--- src/hdl/fast_pkg.sv ---
`default_nettype none

package fast_pkg;

    // image geometry
    localparam int IMG_WIDTH  = 32;
    localparam int IMG_HEIGHT = 24;

    // circle and detector constants
    localparam int CIRCLE_RADIUS  = 3;
    localparam int CIRCLE_POINTS  = 16;
    localparam int WIN_SIZE       = 2 * CIRCLE_RADIUS + 1;
    localparam int BORDER         = 3;
    localparam int FAST_THRESHOLD = 20;
    localparam int ARC_MIN        = 9;

    // pixels accepted before the first centre has its full window
    localparam int WINDOW_LEAD = 3 * IMG_WIDTH + 3;

    // bresenham circle offsets clockwise from the top
    localparam int CIRCLE_DX [CIRCLE_POINTS] = '{0, 1, 2, 3, 3, 3, 2, 1,
                                                 0, -1, -2, -3, -3, -3, -2, -1};
    localparam int CIRCLE_DY [CIRCLE_POINTS] = '{-3, -3, -2, -1, 0, 1, 2, 3,
                                                 3, 3, 2, 1, 0, -1, -2, -3};

    typedef logic [7:0] pixel_t;
    typedef logic [5:0] coord_t;
    typedef logic [4:0] arc_len_t;
    typedef logic [$clog2(WINDOW_LEAD + 1)-1:0] lead_count_t;

    typedef struct packed {
        coord_t x;
        coord_t y;
    } coord_pair_t;

    typedef struct packed {
        pixel_t [CIRCLE_POINTS-1:0] circle;
        pixel_t                     center;
        coord_pair_t                pos;
        logic                       last;
    } window_t;

    typedef struct packed {
        arc_len_t    score;
        coord_pair_t pos;
        logic        last;
    } seg_result_t;

    typedef enum logic [1:0] {
        S_IDLE,
        S_FILL,
        S_WORK
    } frame_state_t;

endpackage

`default_nettype wire

--- src/hdl/fast_window.sv ---
`timescale 1ns/1ns
`default_nettype none

module fast_window
    import fast_pkg::*;
(
    input  wire    i_clk,
    input  wire    i_rst_n,
    input  wire    pixel_t i_pixel,
    input  wire    i_valid,
    input  wire    i_start,
    output logic   o_ready,
    output window_t o_win,
    output logic   o_win_valid
);

    frame_state_t state_r, state_w;
    lead_count_t  count_r, count_w;
    coord_t       cx_r, cx_w;
    coord_t       cy_r, cy_w;

    logic        accept;
    logic        emit;
    logic        emit_last;
    logic        emit_r;
    coord_pair_t emit_pos_r;
    logic        emit_last_r;

    // row delay lines with the oldest row at index 0
    pixel_t line_buf [WIN_SIZE-1][IMG_WIDTH];
    pixel_t win [WIN_SIZE][WIN_SIZE];

    assign o_ready = (state_r == S_IDLE);
    assign accept  = i_valid && ((state_r != S_IDLE) || i_start);

    always_comb begin
        state_w   = state_r;
        count_w   = count_r;
        cx_w      = cx_r;
        cy_w      = cy_r;
        emit      = 1'b0;
        emit_last = 1'b0;
        case (state_r)
            S_IDLE: begin
                if (i_valid && i_start) begin
                    state_w = S_FILL;
                    count_w = lead_count_t'(1);
                    cx_w    = '0;
                    cy_w    = '0;
                end
            end
            S_FILL: begin
                if (i_valid) begin
                    if (count_r == lead_count_t'(WINDOW_LEAD)) begin
                        emit    = 1'b1;
                        state_w = S_WORK;
                    end else begin
                        count_w = count_r + 1'b1;
                    end
                end
            end
            S_WORK: begin
                emit = i_valid;
            end
            default: begin
                state_w = S_IDLE;
            end
        endcase

        // advance the centre coordinate on every emitted window
        if (emit) begin
            emit_last = (cx_r == coord_t'(IMG_WIDTH - 1)) &&
                        (cy_r == coord_t'(IMG_HEIGHT - 1));
            if (cx_r == coord_t'(IMG_WIDTH - 1)) begin
                cx_w = '0;
                cy_w = cy_r + 1'b1;
            end else begin
                cx_w = cx_r + 1'b1;
            end
            if (emit_last) begin
                state_w = S_IDLE;
            end
        end
    end

    always_ff @(posedge i_clk or negedge i_rst_n) begin
        if (!i_rst_n) begin
            state_r     <= S_IDLE;
            count_r     <= '0;
            cx_r        <= '0;
            cy_r        <= '0;
            emit_r      <= 1'b0;
            o_win_valid <= 1'b0;
        end else begin
            state_r     <= state_w;
            count_r     <= count_w;
            cx_r        <= cx_w;
            cy_r        <= cy_w;
            emit_r      <= emit;
            o_win_valid <= emit_r;
        end
    end

    // line buffers and window only move on accepted pixels
    always_ff @(posedge i_clk) begin
        if (accept) begin
            for (int r = 0; r < WIN_SIZE - 1; r++) begin
                if (r == WIN_SIZE - 2) begin
                    line_buf[r][0] <= i_pixel;
                end else begin
                    line_buf[r][0] <= line_buf[r+1][IMG_WIDTH-1];
                end
                for (int i = 1; i < IMG_WIDTH; i++) begin
                    line_buf[r][i] <= line_buf[r][i-1];
                end
            end
            for (int r = 0; r < WIN_SIZE; r++) begin
                for (int c = 0; c < WIN_SIZE - 1; c++) begin
                    win[r][c] <= win[r][c+1];
                end
            end
            for (int r = 0; r < WIN_SIZE - 1; r++) begin
                win[r][WIN_SIZE-1] <= line_buf[r][IMG_WIDTH-1];
            end
            win[WIN_SIZE-1][WIN_SIZE-1] <= i_pixel;
        end
        if (emit) begin
            emit_pos_r.x <= cx_r;
            emit_pos_r.y <= cy_r;
            emit_last_r  <= emit_last;
        end
    end

    // pick circle and centre one cycle after the completing pixel
    always_ff @(posedge i_clk) begin
        if (emit_r) begin
            for (int i = 0; i < CIRCLE_POINTS; i++) begin
                o_win.circle[i] <= win[CIRCLE_RADIUS + CIRCLE_DY[i]][CIRCLE_RADIUS + CIRCLE_DX[i]];
            end
            o_win.center <= win[CIRCLE_RADIUS][CIRCLE_RADIUS];
            o_win.pos    <= emit_pos_r;
            o_win.last   <= emit_last_r;
        end
    end

endmodule

`default_nettype wire

--- src/hdl/fast_segment_test.sv ---
`timescale 1ns/1ns
`default_nettype none

module fast_segment_test
    import fast_pkg::*;
(
    input  wire         i_clk,
    input  wire         i_rst_n,
    input  wire window_t i_win,
    input  wire         i_win_valid,
    output seg_result_t o_seg,
    output logic        o_seg_valid
);

    // longest circular run of set bits
    function automatic arc_len_t longest_arc(input logic [CIRCLE_POINTS-1:0] marks);
        logic [2*CIRCLE_POINTS-1:0] doubled;
        arc_len_t                   run;
        arc_len_t                   best;
        doubled = {marks, marks};
        run     = '0;
        best    = '0;
        if (&marks) begin
            best = arc_len_t'(CIRCLE_POINTS);
        end else begin
            for (int i = 0; i < 2 * CIRCLE_POINTS; i++) begin
                if (doubled[i]) begin
                    run = run + 1'b1;
                end else begin
                    run = '0;
                end
                if (run > best) begin
                    best = run;
                end
            end
        end
        return best;
    endfunction

    pixel_t                   hi_th;
    pixel_t                   lo_th;
    logic [8:0]               hi_sum;
    logic [CIRCLE_POINTS-1:0] bright_w;
    logic [CIRCLE_POINTS-1:0] dark_w;

    logic                     s1_valid_r;
    logic [CIRCLE_POINTS-1:0] s1_bright_r;
    logic [CIRCLE_POINTS-1:0] s1_dark_r;
    coord_pair_t              s1_pos_r;
    logic                     s1_last_r;

    arc_len_t bright_len;
    arc_len_t dark_len;
    arc_len_t best_len;
    arc_len_t score_w;

    // stage 1 with saturating thresholds around the centre
    always_comb begin
        hi_sum = {1'b0, i_win.center} + 9'(FAST_THRESHOLD);
        hi_th  = hi_sum[8] ? 8'hff : hi_sum[7:0];
        if (i_win.center < pixel_t'(FAST_THRESHOLD)) begin
            lo_th = '0;
        end else begin
            lo_th = i_win.center - pixel_t'(FAST_THRESHOLD);
        end
        for (int i = 0; i < CIRCLE_POINTS; i++) begin
            bright_w[i] = i_win.circle[i] > hi_th;
            dark_w[i]   = i_win.circle[i] < lo_th;
        end
    end

    // stage 2
    always_comb begin
        bright_len = longest_arc(s1_bright_r);
        dark_len   = longest_arc(s1_dark_r);
        best_len   = (bright_len > dark_len) ? bright_len : dark_len;
        score_w    = (best_len >= arc_len_t'(ARC_MIN)) ? best_len : '0;
    end

    always_ff @(posedge i_clk or negedge i_rst_n) begin
        if (!i_rst_n) begin
            s1_valid_r  <= 1'b0;
            o_seg_valid <= 1'b0;
        end else begin
            s1_valid_r  <= i_win_valid;
            o_seg_valid <= s1_valid_r;
        end
    end

    always_ff @(posedge i_clk) begin
        if (i_win_valid) begin
            s1_bright_r <= bright_w;
            s1_dark_r   <= dark_w;
            s1_pos_r    <= i_win.pos;
            s1_last_r   <= i_win.last;
        end
        if (s1_valid_r) begin
            o_seg.score <= score_w;
            o_seg.pos   <= s1_pos_r;
            o_seg.last  <= s1_last_r;
        end
    end

endmodule

`default_nettype wire

--- src/hdl/fast_border_mask.sv ---
`timescale 1ns/1ns
`default_nettype none

module fast_border_mask
    import fast_pkg::*;
(
    input  wire             i_clk,
    input  wire             i_rst_n,
    input  wire seg_result_t i_seg,
    input  wire             i_seg_valid,
    output logic            o_point_valid,
    output logic            o_corner,
    output arc_len_t        o_score,
    output coord_pair_t     o_coord,
    output logic            o_end
);

    logic     on_border;
    arc_len_t masked_score;

    // circle would reach outside the image near the edges
    always_comb begin
        on_border = (i_seg.pos.x < coord_t'(BORDER)) ||
                    (i_seg.pos.x > coord_t'(IMG_WIDTH - 1 - BORDER)) ||
                    (i_seg.pos.y < coord_t'(BORDER)) ||
                    (i_seg.pos.y > coord_t'(IMG_HEIGHT - 1 - BORDER));
        masked_score = on_border ? '0 : i_seg.score;
    end

    always_ff @(posedge i_clk or negedge i_rst_n) begin
        if (!i_rst_n) begin
            o_point_valid <= 1'b0;
            o_corner      <= 1'b0;
            o_end         <= 1'b0;
        end else begin
            o_point_valid <= i_seg_valid;
            o_corner      <= i_seg_valid && (masked_score != '0);
            // end pulse rides with the last position
            o_end         <= i_seg_valid && i_seg.last;
        end
    end

    always_ff @(posedge i_clk) begin
        if (i_seg_valid) begin
            o_score <= masked_score;
            o_coord <= i_seg.pos;
        end
    end

endmodule

`default_nettype wire

--- src/hdl/fast_detector.sv ---
`timescale 1ns/1ns
`default_nettype none

module fast_detector
    import fast_pkg::*;
(
    input  wire         i_clk,
    input  wire         i_rst_n,
    input  wire pixel_t i_pixel,
    input  wire         i_valid,
    input  wire         i_start,
    output logic        o_ready,
    output logic        o_point_valid,
    output logic        o_corner,
    output arc_len_t    o_score,
    output coord_pair_t o_coord,
    output logic        o_end
);

    window_t     win;
    logic        win_valid;
    seg_result_t seg;
    logic        seg_valid;

    // circle window from the pixel stream
    fast_window fast_window_i (
        .i_clk       (i_clk),
        .i_rst_n     (i_rst_n),
        .i_pixel     (i_pixel),
        .i_valid     (i_valid),
        .i_start     (i_start),
        .o_ready     (o_ready),
        .o_win       (win),
        .o_win_valid (win_valid)
    );

    fast_segment_test fast_segment_test_i (
        .i_clk       (i_clk),
        .i_rst_n     (i_rst_n),
        .i_win       (win),
        .i_win_valid (win_valid),
        .o_seg       (seg),
        .o_seg_valid (seg_valid)
    );

    fast_border_mask fast_border_mask_i (
        .i_clk         (i_clk),
        .i_rst_n       (i_rst_n),
        .i_seg         (seg),
        .i_seg_valid   (seg_valid),
        .o_point_valid (o_point_valid),
        .o_corner      (o_corner),
        .o_score       (o_score),
        .o_coord       (o_coord),
        .o_end         (o_end)
    );

endmodule

`default_nettype wire

--- config.mk ---
export PLATFORM = sky130hd
export DESIGN_NAME = fast_detector
export DESIGN_NICKNAME = d
export VERILOG_FILES = /design/src/hdl/fast_pkg.sv /design/src/hdl/fast_window.sv /design/src/hdl/fast_segment_test.sv /design/src/hdl/fast_border_mask.sv /design/src/hdl/fast_detector.sv
export SDC_FILE = /design/constraint.sdc
export NUM_CORES = 2
export LEC_CHECK = 0
export ABC_AREA = 1
export BUFFER_PORTS_ARGS = -buffer_cell sky130_fd_sc_hd__buf_2
export CORE_AREA = 2 2 498 450
export DETAILED_ROUTE_END_ITERATION = 8
export DIE_AREA = 0 0 500 452
export SLEW_MARGIN = 10
export SYNTH_ARGS = -nofsm -noshare
export SYNTH_HDL_FRONTEND = slang
export SYNTH_HIERARCHICAL = 1
export SYNTH_SLANG_ARGS = --single-unit
--- constraint.sdc ---
create_clock -name i_clk -period 99.8 [get_ports i_clk]
set_clock_uncertainty 0.2 [all_clocks]
set_input_delay 0 -clock i_clk [delete_from_list [all_inputs] [get_ports i_clk]]
set_output_delay 0 -clock i_clk [all_outputs]
set_load 0.01 [all_outputs]
==> impl_results.md <==
- Worst R2R Setup Slack: 52.44 ns
- Final Hold Vio Count: 0
- Fmax: 21.1 MHz
- Clk root buf: clkbuf_16
- Tightest Pin Transition: 1.37 ns
- CP Capture Type: register
- Vias: 40800
- Routed Antenna Nets: 0
- Final setup margin: 52.44 ns
- Number of clock buffers inserted by TritonCTS: 167
- # Post-CTS Setup Buffers: 0
- Post-synth ARST share: 1.52%
- Synthesis-stage register bit count: 1846
- Routed WL: 134 mm
- Most frequent cells in the layout: edfxtp_1 (1818), nand2_1 (830), inv_1 (563)
- Detailed placer's ending HPWL: 90.2 mm
- Die Height: 452 um
- CP max FO: 8
- DR WL/cell: 15.4 um
- Final Max Slew Viols: 0
- Setup TNS: 0 ns
- Fill cell count: 20100
- Crit Path Category: reg2reg
- Vias in the first global route: 40300
- Clk_lat worst skew: 0.82 ns
- Die X-Extent: 500 um
- Worst Path Arrival: 47.65 ns
- Synth warn: 6
- Syn Nets: 5981
- Post-placement setup slack: 52.95 ns
- Core ar.: 221000 um^2
- Register area share after synthesis: 71.8%
- Depth of the worst register-to-register path: 257
- Number of synthesized flops with an enable pin: 1818
- Slowest stage cell, crit path: a2111oi_0
- Remaining Overflow, GRT: 0
- Peak VDD IR: 0.0296 mV
- Most frequent cell on the critical path: nand2_1
- Synthesized area: 77000 um^2
- Unique masters post-synth: 69
- Crit start category: register
- # IOs: 33
- Largest net degree at the start of global routing: 208
- GP Congestion: 0.864
- # rows: 164
- Final setup vio count: 0
- Syn Inst Count: 5419
- Syn Area/Cell: 14.2 um^2
- IO buf count: 32
- Clk sinks: 1846
- H-Tree Depth: 4
- DR DRC count: 0
- Status: finished clean
- Pre-Repair DR Iteration Count: 6
- First-pass GRT wire length: 216 mm
- CTS Buffer Depth: 3
- Commonest non-fill, non-tap cell in the layout: edfxtp_1
- Drt initial violations: 3458
- Top_reg_cell synth: edfxtp_1
- Worst hold path depth: 7
- Slowest stage delay, CP: 0.72 ns
- Final nets: 6210
- MaxCap Viol Count: 0
- Power Density: 19.4 nW/um^2
- Share of cells above drive strength 1: 12.1%
- Full die area: 226000 um^2
- CTS tree: done
- RSZ-0062 raised after global routing: no
- CTS clk-pin slew, worst paths: 0.06 ns
- Layout overhead on the synthesized area: 12.5%
- CP required: 100.09 ns
- Avg Vias per Cell: 4.70
- Initial Utilization: 34.8%
- GRT Resource Usage Total: 11.8%
- Tmin final: 47.36 ns
- Leakage power figure: 33.9 nW
- Hold Crit Class: in2reg
- Initial antenna violation count: 7
- Max-slew headroom: 8.53%
- Final worst path period share: 47.5%
where the power goes:
part | internal [mW] | switching, mW
Clock | 0.338 | 0.281
Combinational | 0.00488 | 0.0432
Sequential | 0.983 | 0.0287
per-stage QoR:
stage          instances  utilization, %  power, mW  hold WS [ns]  area [um^2]
4_1_cts             8696            39.2       1.71         0.117        86600
3_3_place_gp        8359            36.6       1.07       -0.0915        80900
5_1_grt             8696            39.2       1.75         0.178        86600
6_report            8697            39.2       1.68         0.176        86600
3_5_place_dp        8359            36.6       1.08       -0.0926        80900
2_1_floorplan       5419               -       1.34        -0.496        77000
cell families (layout without fill, tap and decap cells):
kind of cell,count (synthesis),after routing,share of synthesized area (%)
flops,1846,1846,71.8
fa+ha+maj,550,550,8.94
other cells,0,1,0
simple gates,1721,1721,10.6
buf+inv,644,1016,3.34
compound gates,648,648,5.15
mux,2,2,0.0276
xor+xnor,8,8,0.0910
per-layer routing:
| layer | up-vias | wire length [um] | GRT usage [%] |
|---|---|---|---|
| met4 | 0 | 2440 | 2.82 |
| met2 | 675 | 58300 | 17.7 |
| met3 | 184 | 5290 | 1.98 |
| met1 | 19900 | 68000 | 17.8 |
| met5 | - | 0 | 0 |
| li1 | 20100 | - | - |
what timing repair did:
action	in CTS	in global routing
resized for setup	0	0
endpoints found under the hold margin	123	0
hold buffers	25	0
state kept, by name, indices dropped and copies added, names as in the netlist, 12 cells and up:
| register | count |
|---|---|
| fast_window_i/emit_pos_r | 12 |
| fast_window_i/o_win | 149 |
| fast_border_mask_i/o_coord | 12 |
| fast_segment_test_i/s1_pos_r | 12 |
| fast_segment_test_i/s1_bright_r | 16 |
| fast_window_i/win | 43 |
| fast_window_i/line_buf | 1533 |
| fast_segment_test_i/o_seg | 18 |
| fast_segment_test_i/s1_dark_r | 16 |
synth_stat cells, types with 11 or more instances:
library cell | instances | area [um^2]
nor4_1 | 26 | 163
nand3b_1 | 12 | 90.1
a2111oi_0 | 29 | 254
inv_1 | 563 | 2110
nor2_2 | 24 | 150
a21oi_2 | 12 | 105
nor2_1 | 306 | 1150
nand4_1 | 66 | 413
edfxtp_1 | 1818 | 54600
o21ai_1 | 154 | 771
nor3_1 | 62 | 310
a21oi_1 | 227 | 1140
nand2_1 | 830 | 3120
dfrtp_1 | 28 | 701
o21ai_2 | 83 | 727
buf_2 | 17 | 85.1
inv_2 | 40 | 150
nand3_1 | 175 | 876
ha_1 | 550 | 6880
o21ai_0 | 80 | 400
nand4_2 | 20 | 250
a31oi_1 | 11 | 68.8
nand2_4 | 12 | 135
nand3_2 | 40 | 400
nand2_2 | 101 | 632
critical path, delay by kind of cell (launching register included):
family,cells,cell delay (ns)
fa+ha+maj,33,9.33
simple gates,99,12.11
flops,1,0.61
compound gates,91,20.07
buf+inv,34,4.70
worst paths after layout:
path	from	end
worst max register to register	fast_segment_test_i/s1_dark_r[0]	fast_segment_test_i/o_seg[15]
worst min register to register	fast_window_i/line_buf[0][276]	fast_window_i/line_buf[0][268]
worst min-delay path	i_start	fast_window_i/state_r[1]
min in group asynchronous	i_rst_n	fast_window_i/cy_r[1]
max in group asynchronous	i_rst_n	fast_window_i/cx_r[0]
worst max-delay path	fast_segment_test_i/s1_dark_r[0]	fast_segment_test_i/o_seg[15]
cell type report:
cell class	count	area, um^2	share of cell area [%]
multi-input cells	2929	19200	22.1
well taps	2905	3630	4.20
repair buffers	94	736	0.849
flip-flops and latches	1846	55300	63.8
diodes	1	2.50	0.00289
clock buffers	203	4310	4.98
clock inverters	109	1130	1.30
inverters	610	2320	2.68
Note: power is estimated with default switching activity, not from simulation.
